File: src/logic/wc_pkg.sv
package wc_pkg;

   // ----------------------------------------
   // Bus geometry
   // ----------------------------------------

   // CPU side byte address
   localparam int addr_width = 32;
   // Narrow write data, right justified
   localparam int data_width = 32;
   // System bus doubleword
   localparam int dword_width = 64;

   // Byte lanes in one doubleword
   localparam int lane_count = dword_width / 8;
   // Bytes in the narrow write data
   localparam int data_bytes = data_width / 8;
   // Address bits that pick the starting lane
   localparam int lane_sel_width = $clog2(lane_count);
   // Doubleword address, byte address minus lane bits
   localparam int dword_addr_width = addr_width - lane_sel_width;

   // ----------------------------------------
   // Lane types, lane 0 in the MSBs
   // ----------------------------------------

   typedef logic [0:7] byte_t;
   typedef byte_t [0:lane_count-1] dword_t;
   typedef logic [0:lane_count-1] be_t;
   typedef logic [0:dword_addr_width-1] dword_addr_t;

   // Write size codes
   typedef enum logic [0:1] {
      size_byte = 2'b00,
      size_half = 2'b01,
      size_word = 2'b10
   } wr_size_t;

   // ----------------------------------------
   // Port payloads
   // ----------------------------------------

   // One narrow CPU write
   typedef struct packed {
      logic [0:addr_width-1]     addr;
      wr_size_t                  size;
      byte_t [0:data_bytes-1]    data;   // data ignored when flush is set
      logic                      flush;
   } wr_req_t;

   // One staged doubleword toward the system bus
   typedef struct packed {
      dword_addr_t addr;
      dword_t      data;
      be_t         be;
   } dword_out_t;

   // Combine control FSM
   typedef enum logic [0:2] {
      st_idle,
      st_decide,
      st_merge,
      st_ack,
      st_flush_req,
      st_flush_rel,
      st_clear
   } ctrl_state_t;

endpackage
File: src/logic/dword_stage.sv
`timescale 1ns/1ps

module dword_stage import wc_pkg::*; (
   input  logic   clk,
   input  logic   reset,
   input  dword_t lane_data,
   input  be_t    lane_be,
   input  logic   merge,
   input  logic   clear,
   output dword_t data,
   output be_t    be
);

   // ----------------------------------------
   // Lane load strobes
   // ----------------------------------------

   be_t load;

   // Clear wins over merge
   assign load = lane_be & {lane_count{merge & ~clear}};

   // ----------------------------------------
   // Byte stores
   // ----------------------------------------

   // One 8-bit store per lane
   // Later writes to a lane overwrite it
   always_ff @(posedge clk) begin
      for (int l = 0; l < lane_count; l++) begin
         if (load[l]) begin
            data[l] <= lane_data[l];
         end
      end
   end

   // ----------------------------------------
   // Sticky byte enables
   // ----------------------------------------

   // Set by a lane load, held until reset or clear
   always_ff @(posedge clk) begin
      if (reset || clear) begin
         be <= '0;
      end else begin
         be <= be | load;
      end
   end

   // ----------------------------------------
   // Checks
   // ----------------------------------------

   // Control never asks to merge into a doubleword it is clearing
   merge_clear_a : assert property (@(posedge clk) disable iff (reset)
      !(merge && clear))
      else $error("merge and clear in the same cycle");

endmodule

File: config.mk
export PLATFORM = sky130hd
export DESIGN_NAME = dword_stage
export DESIGN_NICKNAME = d
export VERILOG_FILES = /design/src/logic/wc_pkg.sv /design/src/logic/dword_stage.sv
export SDC_FILE = /design/constraint.sdc
export NUM_CORES = 1
export LEC_CHECK = 0
export BUFFER_PORTS_ARGS = -buffer_cell sky130_fd_sc_hd__buf_2
export CORE_UTILIZATION = 41
export CTS_CLUSTER_SIZE = 20
export DETAILED_ROUTE_END_ITERATION = 16
export GPL_TIMING_DRIVEN = 0
export MAX_ROUTING_LAYER = met4
export PLACE_DENSITY = 0.79
export SETUP_SLACK_MARGIN = 0.05
export SYNTH_ARGS = -nofsm -noshare
export SYNTH_HDL_FRONTEND = slang
export SYNTH_SLANG_ARGS = --single-unit
File: constraint.sdc
create_clock -name clk -period 1.4 [get_ports clk]
set_input_delay 0.14 -clock clk [delete_from_list [all_inputs] [get_ports clk]]
set_output_delay 0.14 -clock clk [all_outputs]
set_load 0.01 [all_outputs]
==> metrics.md <==
| Metric | Value |
|---|---|
| Status | finished clean |
| Area grow syn2layout | 75.6% |
| Share of layout cells above drive strength 1 | 50.6% |
| Synthesized flop and latch total | 72 |
| Max Fclk | 0.956 GHz |
| Fin util | 75.7% |
| Clk sinks | 72 |
| Initial antenna violation count | 0 |
| DIE WIDTH | 75.8 um |
| Number of global-route vias before repair | 1,912 |
| # IOs | 148 |
| Pwr dens | 1220 nW/um^2 |
| Grt total ovfl | 0 |
| Design area | 3920 sq um |
| Sw power | 1.03 mW |
| Worst Tran Pin Value | 376 ps |
| Post-route ant nets | 0 |
| Cell breakdown of the critical path | buf_2 |
| Hold Violations, Final | 0 |
| Setup ws final | 354 ps |
| Setup TNS | 0 ps |
| Maximum buffer depth of the clock tree | 2 |
| First-pass GRT wire length | 9270 um |
| WL/cell | 16.9 um |
| Number of I/O port buffers | 146 |
| Clock transition at path regs | 90 ps |
| Vias per Instance | 4.53 |
| HP Class | in2reg |
| Total track usage | 25.1% |
| Final Net Count | 397 |
| RSZ-0062 raised after global routing | false |
| Root buffer cell | clkbuf_8 |
| Finished Layout Cells | 396 |
| Buffer and inverter count on the worst path | 1 |
| Final total power | 4.77 mW |
| Max stage delay on crit path | 410 ps |
| Reg2reg start | be[3]$_SDFF_PP0_ |
| Worst R2R Setup Slack | 750 ps |
| Syn nets | 176 |
| Period utilisation layout | 74.7% |
| Largest net degree at the start of global routing | 15 |
| Clock latency on the worst-skew pair | 330 ps |
| Routed wire length | 6690 um |
| Worst slack at placement | 128 ps |
| R2R depth | 2 |
| Synthesized area per cell | 22.3 sq um |
| Full die area | 5740 sq um |
| DP Wirelength | 3760 um |
| Syn Std Cell Area | 2230 sq um |
| TritonCTS clock tree | built |
| Total CTS buffers | 9 |
| Power Internal | 3.73 mW |
| Kind of cell adding the most delay to the critical path | flip-flops |
| Final setup skew | 0 ps |
| GPL Wtd Cong | 0.809 |
| Hold Path Origin | lane_be[5] |
| Clock share of power | 38.4% |
| Core area | 5170 sq um |
| Drt pass-1 iters | 4 |
| Die Span Y | 75.8 um |
| CP Launch Type | flop |
| Crit path DAT | 910 ps |
| Maximum VDD drop | 0.00104 V |
| Leakage power | 1.68 nW |
| CP Max Fanout | 1 |
| Ys Warns | 0 |
| Cells after DPL | 316 |
| Seq pwr share | 51.8% |
| Sw Ratio | 21.7% |
| Seq/Total Area, Yosys | 93.3% |
| Critical path capture point type | output port |
| Min-Delay Endpoint | be[5]$_SDFF_PP0_ |
| Max H-tree Level | 3 |
| Combinational share of power | 9.8% |
| Hold Path Stages | 3 |
| Critical-path top delay cell | edfxtp_1 |
| Reg2Reg Capture Point | be[3]$_SDFF_PP0_ |
| Post-route DRC | 0 |
| Max_cap viols | 0 |
| Final setup fails | 0 |
| # rows | 26 |
| Final slew viol count | 0 |
| Critical path depth in cells | 1 |
| Min cycle time layout | 1050 ps |
| Hold WS | 33.5 ps |
| DR vias | 1,792 |
| Starting density of the core | 43.1% |
| Crit path required time | 1260 ps |
| Rel. slew slack | 74.9% |
| Antenna cells | 0 |
| Dpl cell area | 3050 sq um |
| Post-CTS Setup Bufs | 0 |
| Hold-fix buffer count after cts | 64 |
| Iter 0 DRT Violations | 72 |
| Post-CTS Resized | 0 |
| Netlist cell types | 9 |
| CP Class | reg2out |
| Cells after Synth | 100 |
| CP startpoint | data[57]$_DFFE_PP_ |
==> layout by cell type (no fill, tap or decap), drive strengths merged <==
cell type	n
and2b	1
a21oi	8
or2	1
dfxtp	8
buf	148
inv	2
and2	8
clkinv	3
bufinv	2
edfxtp	64
clkbuf	9
dlygate4sd3	64
nor2	8
==> power groups by stage <==
stage	clock (mW)	combinational (mW)	sequential, mW
2_1_floorplan	0	0.0472	2.57
3_3_place_gp	0	0.300	2.51
3_5_place_dp	0	0.309	2.52
4_1_cts	1.85	0.450	2.47
5_1_grt	1.95	0.500	2.48
6_report	1.83	0.466	2.47
==> flip-flops by register name, summed over array words and instances (netlist names) <==
signal and flops:
be 8, data 64
==> area by class of cell <==
type | instances | area (sq um)
flip-flops and latches | 72 | 2080
repair buffers | 210 | 1370
fillers | 312 | 1250
multi-input cells | 26 | 136
clock buffers | 9 | 124
clock inverters | 7 | 104
well taps | 70 | 87.6
plain buffers | 2 | 12.5
==> metal layers <==
metal	global-route usage, %	vias up	share of wire (%)
li1	-	822	-
met2	48.1	113	58
met3	6.61	20	7.2
met4	12.1	0	2.8
met5	-	-	0
met1	22.2	837	32
==> synth_stat cells <==
cell      count  area, sq um
nor2_1        8         30.0
edfxtp_1     64         1920
buf_4         1         7.51
or2_1         1         6.26
buf_2         1         5.00
and2_1        8         50.1
a21oi_1       8         40.0
and2b_4       1         10.0
dfxtp_1       8          160
==> logic make-up (layout without fill, tap and decap cells) <==
family	Yosys count	count (layout)	synth area share, %
flip-flops	72	72	93.3
AO/OA/AOI/OAI	8	8	1.79
buffers and inverters	2	228	0.561
AND/OR/NAND/NOR	18	18	4.32
==> how the worst max path moves through the flow <==
stage | to | slack, ps
after floorplan | data[0]$_DFFE_PP_ | 360
after global placement | data[22]$_DFFE_PP_ | 160
after detailed placement | data[16]$_DFFE_PP_ | 130
after CTS | data[59] | 360
after global routing | data[57] | 320
final | data[57] | 350
Note: power is estimated with default switching activity, not from simulation.
