<file path="src/logic/wc_pkg.sv">
package wc_pkg;

   // ----------------------------------------
   // Bus geometry
   // ----------------------------------------

   // CPU side byte address
   localparam int addr_width = 32;
   // Narrow write data, right justified
   localparam int data_width = 32;
   // System bus doubleword
   localparam int dword_width = 64;

   // Byte lanes in one doubleword
   localparam int lane_count = dword_width / 8;
   // Bytes in the narrow write data
   localparam int data_bytes = data_width / 8;
   // Address bits that pick the starting lane
   localparam int lane_sel_width = $clog2(lane_count);
   // Doubleword address, byte address minus lane bits
   localparam int dword_addr_width = addr_width - lane_sel_width;

   // ----------------------------------------
   // Lane types, lane 0 in the MSBs
   // ----------------------------------------

   typedef logic [0:7] byte_t;
   typedef byte_t [0:lane_count-1] dword_t;
   typedef logic [0:lane_count-1] be_t;
   typedef logic [0:dword_addr_width-1] dword_addr_t;

   // Write size codes
   typedef enum logic [0:1] {
      size_byte = 2'b00,
      size_half = 2'b01,
      size_word = 2'b10
   } wr_size_t;

   // ----------------------------------------
   // Port payloads
   // ----------------------------------------

   // One narrow CPU write
   typedef struct packed {
      logic [0:addr_width-1]     addr;
      wr_size_t                  size;
      byte_t [0:data_bytes-1]    data;   // data ignored when flush is set
      logic                      flush;
   } wr_req_t;

   // One staged doubleword toward the system bus
   typedef struct packed {
      dword_addr_t addr;
      dword_t      data;
      be_t         be;
   } dword_out_t;

   // Combine control FSM
   typedef enum logic [0:2] {
      st_idle,
      st_decide,
      st_merge,
      st_ack,
      st_flush_req,
      st_flush_rel,
      st_clear
   } ctrl_state_t;

endpackage
</file>
<file path="src/logic/combine_ctrl.sv">
`timescale 1ns/1ps

module combine_ctrl import wc_pkg::*; (
   input  logic        clk,
   input  logic        reset,
   input  wr_req_t     wr,
   input  logic        in_req,
   output logic        in_ack,
   input  be_t         stage_be,
   output logic        merge,
   output logic        clear,
   output dword_addr_t open_addr,
   output logic        out_req,
   input  logic        out_ack
);

   // ----------------------------------------
   // Write classification
   // ----------------------------------------

   ctrl_state_t state;
   ctrl_state_t state_next;
   dword_addr_t wr_dword;
   logic        stage_empty;
   logic        stage_full;
   logic        dword_hit;

   // Doubleword of the pending write
   assign wr_dword    = wr.addr[0:dword_addr_width-1];
   assign stage_empty = (stage_be == '0);
   assign stage_full  = &stage_be;
   assign dword_hit   = (wr_dword == open_addr);

   // ----------------------------------------
   // State register
   // ----------------------------------------

   always_ff @(posedge clk) begin
      if (reset) begin
         state <= st_idle;
      end else begin
         state <= state_next;
      end
   end

   // ----------------------------------------
   // Next state
   // ----------------------------------------

   always_comb begin
      state_next = state;
      case (state)
         // Wait for a write
         st_idle: begin
            if (in_req) begin
               state_next = st_decide;
            end
         end
         // Merge, flush first, or ack right away
         st_decide: begin
            if (wr.flush) begin
               // Nothing staged, nothing to send
               if (stage_empty) begin
                  state_next = st_ack;
               end else begin
                  state_next = st_flush_req;
               end
            end else if (stage_empty || dword_hit) begin
               state_next = st_merge;
            end else begin
               // Miss, old doubleword goes out first
               state_next = st_flush_req;
            end
         end
         // One cycle merge pulse
         st_merge: begin
            state_next = st_ack;
         end
         // Hold ack until the writer lets go
         st_ack: begin
            if (!in_req) begin
               // Full doubleword leaves on its own
               if (stage_full) begin
                  state_next = st_flush_req;
               end else begin
                  state_next = st_idle;
               end
            end
         end
         // Output request phase
         st_flush_req: begin
            if (out_ack) begin
               state_next = st_flush_rel;
            end
         end
         // Wait for receiver to drop ack
         st_flush_rel: begin
            if (!out_ack) begin
               state_next = st_clear;
            end
         end
         // Stage empties here
         // A writer still waiting gets re-decided against the empty stage
         st_clear: begin
            if (in_req) begin
               state_next = st_decide;
            end else begin
               state_next = st_idle;
            end
         end
         default: begin
            state_next = st_idle;
         end
      endcase
   end

   // ----------------------------------------
   // Outputs
   // ----------------------------------------

   assign in_ack  = (state == st_ack);
   assign merge   = (state == st_merge);
   assign clear   = (state == st_clear);
   assign out_req = (state == st_flush_req);

   // Open doubleword follows the first write into an empty stage
   always_ff @(posedge clk) begin
      if (reset) begin
         open_addr <= '0;
      end else if (merge && stage_empty) begin
         open_addr <= wr_dword;
      end
   end

   // ----------------------------------------
   // Checks
   // ----------------------------------------

   // Four-phase rule on the output side
   out_req_hold_a : assert property (@(posedge clk) disable iff (reset)
      out_req && !out_ack |=> out_req)
      else $error("out_req dropped before out_ack");

   // Ack only answers a live request
   in_ack_rise_a : assert property (@(posedge clk) disable iff (reset)
      $rose(in_ack) |-> in_req)
      else $error("in_ack raised without in_req");

endmodule

</file>
<file path="config.mk">
export PLATFORM = sky130hd
export DESIGN_NAME = combine_ctrl
export DESIGN_NICKNAME = d
export VERILOG_FILES = /design/src/logic/wc_pkg.sv /design/src/logic/combine_ctrl.sv
export SDC_FILE = /design/constraint.sdc
export NUM_CORES = 1
export LEC_CHECK = 0
export BUFFER_PORTS_ARGS = -buffer_cell sky130_fd_sc_hd__clkbuf_2
export CAP_MARGIN = 15
export CORE_MARGIN = 2
export CORE_UTILIZATION = 41
export CTS_CLUSTER_DIAMETER = 150
export DETAILED_ROUTE_END_ITERATION = 7
export HOLD_SLACK_MARGIN = 0.1
export PLACE_DENSITY = 0.9
export SLEW_MARGIN = 40
export SYNTH_ARGS = -nofsm -noshare
export SYNTH_HDL_FRONTEND = slang
export SYNTH_SLANG_ARGS = --single-unit
</file>
<file path="constraint.sdc">
create_clock -name clk -period 1.8 [get_ports clk]
set_clock_uncertainty 0.15 [all_clocks]
set_input_delay 0 -clock clk [delete_from_list [all_inputs] [get_ports clk]]
set_output_delay 0 -clock clk [all_outputs]
set_load 0.02 [all_outputs]
</file>
==> results of run 1 <==
[power by group through the flow]
stage	registers (W)	clock network [W]	logic (W)
final	0.000751	0.000566	0.000280
after global routing	0.000753	0.000606	0.000306
after CTS	0.000748	0.000584	0.000267
after detailed placement	0.000764	0	0.000199
after global placement	0.000763	0	0.000194
after floorplan	0.000739	0	0.000136
[layout make-up]
type / count / area [µm²]
Fill cell: 296 / 1265
Multi-Input combinational cell: 132 / 996.0
Timing Repair Buffer: 121 / 873.3
Sequential cell: 32 / 641.9
Clock buffer: 6 / 82.58
Tap cell: 50 / 62.56
Inverter: 3 / 11.26
Clock inverter: 2 / 10.01
[sequential cells by signal, summed over array words and instances, names as in the netlist]
name and cells:
state 3, open_addr 29
[what timing repair did]
item / 4_1_cts / 5_1_grt
hold buffers: 41 / 0
setup endpoints to repair: 0 / 4
setup buffers: 0 / 2
hold endpoints to repair: 32 / 0
resized for setup: 0 / 12
[worst min-delay path by stage]
stage                     start                          to  slack [ps]  depth (start not counted)
finish              stage_be[7]       state[1]$_SDFFE_PP0P_         320                          6
global route        stage_be[5]       state[2]$_SDFFE_PP0P_         330                          6
CTS                 stage_be[7]  open_addr[27]$_SDFFE_PP0P_         230                          6
detailed placement       wr[65]  open_addr[27]$_SDFFE_PP0P_         120                          3
global placement         wr[65]  open_addr[27]$_SDFFE_PP0P_         110                          3
floorplan                wr[38]   open_addr[0]$_SDFFE_PP0P_          -6                          2
[through the flow]
step	hold WS (ps)	instance area [µm²]
after floorplan	-6.057	1667
after global placement	109.5	2083
after detailed placement	117.8	2083
after CTS	227.1	2586
after global routing	335.0	2678
final	323.4	2678
[critical path: stages]
cell	delay (ps)
dlygate4sd3_1	560
clkbuf_2	140
nor4_4	230
buf_4	160
buf_4	110
nand3_4	120
buf_12	190
mux2i_4	180
nor2_1	120
[cell usage in the layout (no fill, tap or decap), types with 5 or more instances in the layout]
cell type       n
clkbuf_8        6
dfxtp_1        31
xor2_1         29
dlygate4sd3_1  39
nor4_1          6
clkbuf_2       74
nand4_1         5
mux2i_1        28
nor2_1         35
[cells by family (layout without fill, tap and decap cells)]
family | after synthesis | count (layout) | synth area share
buffers and inverters | 11 | 132 | 0.03754
muxes | 29 | 29 | 0.1742
DFF | 32 | 32 | 0.3844
AOI/OAI and AO/OA | 14 | 14 | 0.05480
xor gates and xnor gates | 30 | 30 | 0.1577
and+or+nand+nor | 59 | 59 | 0.1914
[per-layer routing]
metal | share of wire | global-route usage
met5 | 0 | 0
met4 | 0.041 | 0.1148
met3 | 0.043 | 0.04000
met2 | 0.54 | 0.4252
met1 | 0.38 | 0.2199
==> flow_summary.toml, run 1 <==
[global_routing]
grt_start_max_net_pins = 25
antenna_found_initial = 0
grt.total_usage = 0.2202
grt_overflow = 0
grt_pass1_vias = 1751
grt_pass1_wl_um = 7438

[floorplan]
start_util = 0.4227
die_h_um = 67.76
fp-row-count = 23
core-area_mm2 = 0.003943
die_x_um = 67.76
pin_count = 112
design.die.area_mm2 = 0.004591

[yosys]
synthTopCellsByCount = "nor2_1 (35), dfxtp_1 (32), mux2i_1 (29), xor2_1 (29), nor4_1 (8)"
syn-num-nets = 254
synth_warnings = 0
synth-async-reset-ratio = 0
ys_types = 27
synth_edf_count = 0
synth.most_common_cell = "nor2_1"
synth.top_cells.by_area = "dfxtp_1 (38%), mux2i_1 (17%), xor2_1 (15%)"
synth_seq_area_share = 0.3844
yosys_register_bits = 32
synth_top_area_share = 0.3844
synth_area_mm2 = 0.001667
synth-main-ff-cell = "dfxtp_1"
synth_top_area_cell = "dfxtp_1"
synthCells = 175
avgSynthCellArea_um2 = 9.523

[cts]
clock_sinks = 32
clk_path_buf_depth = 2
tritoncts = "done"
htreeDepth = 2
path_clk_slew_ps = 70
cts_root_buf = "clkbuf_8"
numCtsBuffers = 5
insertion_delay_ps = 280

[detailed_routing]
wl_um = 5115
drtAntennaViolNets = 0
vias_per_cell = 5.081
vias = 1758
post_drt_wl_per_cell_um = 14.78
first_pass_iters = 4
first_iter_violations = 119
drc_errors = 0

[timing]
setup_tns_ps = 0
fmax_ghz = 0.5637
drv_slew = 0
hold_violations = 0
min_period_ps = 1774
fin_crit_sh = 0.9855
relSlewSlack = 0.7370
worst_pin_slew_ps = 391.6
fin_ws_ps = 26.05
setup_viol = 0

[critical_path]
start_kind = "input pin"
r2r-start = "open_addr[22]$_SDFFE_PP0P_"
path_max_fanout = 9
cp-startpoint = "stage_be[6]"
r2r-end = "state[1]$_SDFFE_PP0P_"
rrSetupSlack_ps = 110
critPathCaptureType = "flop"
cp_data_required_time_ps = 1860
cp-endpoint = "open_addr[3]$_SDFFE_PP0P_"
arrival_ps = 1830
critPathKind = "input pin to flop"
worstRegToRegCells = 5

[finish]
finalNonFillerCells = 346
utilization = 0.6791
areaGrowthSynthToFinish_pct = 60.66
antennaDiodeCount = 0
nets = 374
final_layout_size_suffix_gt1_frac = 0.3277

[power]
power_density_mw_per_mm2 = 596.5
ir_worst_vdd_v = 0.0004830
p_clk_frac = 0.354
seqPwrFrac = 0.470
swShare = 0.2636
p_int_w = 0.001176
p_comb_frac = 0.176
power_w = 0.001597
p_leak_nw = 1.455
p_sw_w = 0.0004210

[flow_run]
maxCapViolCount = 0

[worst_hold_path]
hp-class = "input pin to flop"

[place]
dpl_worst_slack_ps = 134.1
place_hpwl_um = 3039
io_buffers = 74
gp_congestion = 0.8706
dp_cells = 294

[status]
status = "finished clean"
Power figures use the tool's default switching activity.
==> inputs of run 2 (changes only) <==
- BUFFER_PORTS_ARGS: -buffer_cell sky130_fd_sc_hd__clkbuf_2 -> not set
- CORE_UTILIZATION: 41 -> 62
- DONT_BUFFER_PORTS: not set -> 1
- PLACE_DENSITY: 0.9 -> 0.89
==> run 2 against run 1 <==
The flow now finishes with violations (negative setup slack). Clock power fell by 31%. Critical path depth fell by 4. Fmax fell by 2.6%. Power fell by 11%. Hold slack got worse by 180 ps. Non-clock buffer count fell by 41. First-iteration DRC count rose by 24%. Count of clock-buffer cells in the layout did not move. Via count rose by 8.0%. Critical path type is now flop to flop. Largest power group unchanged.
==> flow_summary.toml, run 2 (same netlist as run 1, synthesis figures left out) <==
[critical_path]
start_kind = "flop"
rrSetupSlack_ps = -20
critPathCaptureType = "flop"
arrival_ps = 1920
path_max_fanout = 2
cp_data_required_time_ps = 1900
critPathKind = "flop to flop"

[place]
dpl_worst_slack_ps = 129.7
placed_area_mm2 = 0.001921
gp_congestion = 0.7803
io_buffers = 0
place_hpwl_um = 2995
dp_cells = 231

[global_routing]
grt_pass1_vias = 1964
grt_start_max_net_pins = 33
antenna_found_initial = 0
grt.total_usage = 0.4350
grt_pass1_wl_um = 10080
grt_overflow = 0

[finish]
top_register = "open_addr"
antennaDiodeCount = 0
largest_register_ffs = 29
layout_commonest_cell = "dlygate4sd3_1"
finalNonFillerCells = 284
reg.largest.list = "open_addr (29), state (3)"
design_area_mm2 = 0.002447
layout_common_cells = "dlygate4sd3_1 (42), nor2_1 (35), buf_4 (35)"
final_layout_size_suffix_gt1_frac = 0.2126
nets = 333
utilization = 0.9702
areaGrowthSynthToFinish_pct = 46.85

[floorplan]
core-area_mm2 = 0.002522
die_h_um = 55.85
pin_count = 112
start_util = 0.6607
die_x_um = 55.85
design.die.area_mm2 = 0.003119
fp-row-count = 18

[detailed_routing]
post_drt_wl_per_cell_um = 25.41
wl_um = 7216
drc_errors = 0
first_iter_violations = 147
drtAntennaViolNets = 0
vias = 1898
vias_per_cell = 6.683
first_pass_iters = 5

[cts]
insertion_delay_ps = 340
clk_path_buf_depth = 2
tritoncts = "done"
cts_root_buf = "clkbuf_4"
clock_sinks = 32
htreeDepth = 2
path_clk_slew_ps = 100
numCtsBuffers = 5

[power]
ir_worst_vdd_v = 0.0006285
power_density_mw_per_mm2 = 583.6
p_leak_nw = 1.265
power_w = 0.001428

[timing]
drv_slew = 0
min_period_ps = 1820
relSlewSlack = 0.5897
fin_crit_sh = 1.011
setup_viol = 1
hold_violations = 0
fmax_ghz = 0.5493
worst_pin_slew_ps = 615.4
fin_ws_ps = -20.42

[flow_run]
maxCapViolCount = 0

[status]
violations = "negative setup slack"
status = "finished with violations"

[worst_hold_path]
hp-class = "input pin to flop"
run 2: cell count changes in the layout (fill, tap and decap cells not counted), moves of 2 or more:
| cell | delta |
|---|---|
| dlygate4sd3_1 | +3 |
| nor4_1 | -2 |
| clkbuf_2 | -74 |
| buf_4 | +32 |
| clkbuf_8 | -6 |
| nor4_2 | +2 |
| clkbuf_4 | +5 |
run 2: report_power, final:
part / internal (W) / switching, W / total, W
registers: 0.000721 / 0.0000353 / 0.000756
logic: 0.000129 / 0.000150 / 0.000279
clock network: 0.000144 / 0.000249 / 0.000393
run 2: per-layer routing:
layer	GRT usage	wire length, µm	up-vias
met5	0	0	-
met4	0.3197	719	0
met3	0.1465	867	70
met2	0.7449	3270	194
met1	0.4352	2358	867
li1	-	-	767
run 2: cell type report:
cell class | count | area (µm²)
multi-input cells | 132 | 988.4
repair buffers | 80 | 720.7
flip-flops and latches | 32 | 643.1
fillers | 42 | 75.07
clock buffers | 6 | 41.29
well taps | 30 | 37.54
inverters | 3 | 11.26
clock inverters | 1 | 5.005
run 2: through the flow:
| step | TNS (ps) | hold slack [ps] |
|---|---|---|
| finish | -20.42 | 141.8 |
| global route | -200.7 | 195.3 |
| CTS | 0 | 100.1 |
| detailed placement | 0 | -71.65 |
| global placement | 0 | -73.58 |
| floorplan | 0 | -6.057 |
run 2: critical path: stages (launching register included):
cell and delay, ps:
dfxtp_1 350, xor2_1 190, nor4_1 400, nand4_1 210
o21a_1 240, a31oi_1 190
run 2: final timing paths:
kind	startpoint	to	depth (start not counted)
max reg2reg	open_addr[8]$_SDFFE_PP0P_	state[1]$_SDFFE_PP0P_	5
min	wr[0]	state[0]$_SDFFE_PP0P_	4
min reg2reg	state[0]$_SDFFE_PP0P_	state[2]$_SDFFE_PP0P_	2
max	open_addr[8]$_SDFFE_PP0P_	state[1]$_SDFFE_PP0P_	5
run 2: what timing repair did:
item | CTS | global route
resized for setup | 0 | 8
setup buffers | 0 | 2
hold endpoints to repair | 32 | 26
setup endpoints to repair | 0 | 20
hold buffers | 44 | 1
==> inputs of run 3 (changes only) <==
- RECOVER_POWER: not set -> 50
==> run 3 against run 2 <==
The flow still finishes with violations (negative setup slack). Count of clock-buffer cells in the layout unchanged. Sequential power barely moved. Register-to-register slack hardly changed. Sequential share of layout area grew 1.2 points. Power hardly changed. Cell area fell by 4.3%. Non-clock buffer count is the same. Critical endpoint is now open_addr[13]$_SDFFE_PP0P_.
==> flow_summary.toml, run 3 (same netlist as run 1, synthesis figures left out) <==
[status]
status = "finished with violations"
violations = "negative setup slack"

[critical_path]
start_kind = "flop"
arrival_ps = 1860
path_max_fanout = 29
critPathCaptureType = "flop"
r2r-start = "state[1]$_SDFFE_PP0P_"
cp_data_required_time_ps = 1840
critPathKind = "flop to flop"
cp-startpoint = "state[1]$_SDFFE_PP0P_"

[power]
p_clk_frac = 0.276
p_leak_nw = 1.145
ir_worst_vdd_v = 0.0006286
p_comb_frac = 0.195
power_density_mw_per_mm2 = 610.2
swShare = 0.3051
p_sw_w = 0.0004361
seqPwrFrac = 0.529
p_int_w = 0.0009932

[timing]
holdWs_ps = 144.2
setup_viol = 1
hold_violations = 0
worst_pin_slew_ps = 608.3
fin_ws_ps = -14.74
fmax_ghz = 0.5510
min_period_ps = 1815
drv_slew = 0
relSlewSlack = 0.5944
fin_crit_sh = 1.008

[detailed_routing]
first_pass_iters = 4
drtAntennaViolNets = 0
vias_per_cell = 6.658
first_iter_violations = 165
wl_um = 7194
vias = 1891
drc_errors = 0
post_drt_wl_per_cell_um = 25.33

[floorplan]
fp-row-count = 18
pin_count = 112
start_util = 0.6607
design.die.area_mm2 = 0.003119
core-area_mm2 = 0.002522
die_x_um = 55.85
die_h_um = 55.85

[cts]
cts_root_buf = "clkbuf_4"
path_clk_slew_ps = 100
tritoncts = "done"
insertion_delay_ps = 340
clock_sinks = 32
clk_path_buf_depth = 2
numCtsBuffers = 5
htreeDepth = 2

[global_routing]
antenna_found_initial = 0
grt_overflow = 0
grt.total_usage = 0.4350
grt_start_max_net_pins = 33
grt_pass1_vias = 1964
grt_pass1_wl_um = 10080

[worst_hold_path]
hp-class = "input pin to flop"
min_from = "wr[39]"

[finish]
layout_common_cells = "dlygate4sd3_1 (42), nor2_1 (35), dfxtp_1 (30)"
nets = 333
largest_register_ffs = 29
layout_commonest_cell = "dlygate4sd3_1"
final_layout_size_suffix_gt1_frac = 0.1024
top_register = "open_addr"
areaGrowthSynthToFinish_pct = 40.54
utilization = 0.9286
reg.largest.list = "open_addr (29), state (3)"
nFillCells = 90
antennaDiodeCount = 0

[place]
io_buffers = 0
place_hpwl_um = 2995
gp_congestion = 0.7803

[flow_run]
maxCapViolCount = 0
[run 3: changes by cell type in the layout (fill, tap and decap cells not counted), sizes merged]
cell    before  now
buf         37    9
clkbuf       6   34
[run 3: through the flow]
stage	TNS [ps]	power (W)	instance area (µm²)	setup slack (ps)	instances
finish	-14.74	0.001429	2342	-14.74	284
global route	-197.9	0.001461	2342	-74.90	284
CTS	0	0.001346	2407	25.23	282
detailed placement	0	0.0008893	1921	129.7	231
global placement	0	0.0008777	1921	207.8	231
floorplan	0	0.0008757	1667	215.0	175
[run 3: final cells by class]
class | count | area [µm²] | share of cell area
Inverter | 3 | 11.26 | 0.004808
Tap cell | 30 | 37.54 | 0.01603
Timing Repair Buffer | 80 | 615.6 | 0.2628
Clock buffer | 6 | 41.29 | 0.01763
Multi-Input combinational cell | 132 | 988.4 | 0.4220
Sequential cell | 32 | 643.1 | 0.2746
Clock inverter | 1 | 5.005 | 0.002137
[run 3: routing by layer]
layer,track usage,share of wire,vias to the layer above,routed length (µm)
li1,-,-,770,-
met1,0.4352,0.33,857,2397
met2,0.7449,0.45,188,3229
met3,0.1465,0.12,76,830
met4,0.3197,0.10,0,736
met5,0,0,-,0
[run 3: worst max-delay path, stage by stage (launching register included)]
cell,delay [ps]
dfxtp_1,550
nand2b_4,100
nor2_4,130
nand3_2,110
buf_12,210
mux2i_1,310
nor2_1,120
[run 3: power by group through the flow]
stage               clock network (W)  registers, W  logic [W]
CTS                          0.000370      0.000748   0.000228
global route                 0.000417      0.000757   0.000287
detailed placement                  0      0.000765   0.000125
global placement                    0      0.000762   0.000116
floorplan                           0      0.000739   0.000136
finish                       0.000394      0.000756   0.000279
[run 3: worst paths after layout]
path	end	slack, ps	cells after the start
worst max register to register	open_addr[13]$_SDFFE_PP0P_	-10	6
worst min-delay path	state[1]$_SDFFE_PP0P_	140	5
worst min register to register	state[2]$_SDFFE_PP0P_	490	2
worst max-delay path	open_addr[13]$_SDFFE_PP0P_	-10	6
[run 3: timing repair]
action / in CTS / in global routing
hold endpoints to repair: 32 / 26
hold buffers: 44 / 1
resized for setup: 0 / 8
buffers inserted: 0 / 2
endpoints found under the setup margin: 0 / 20
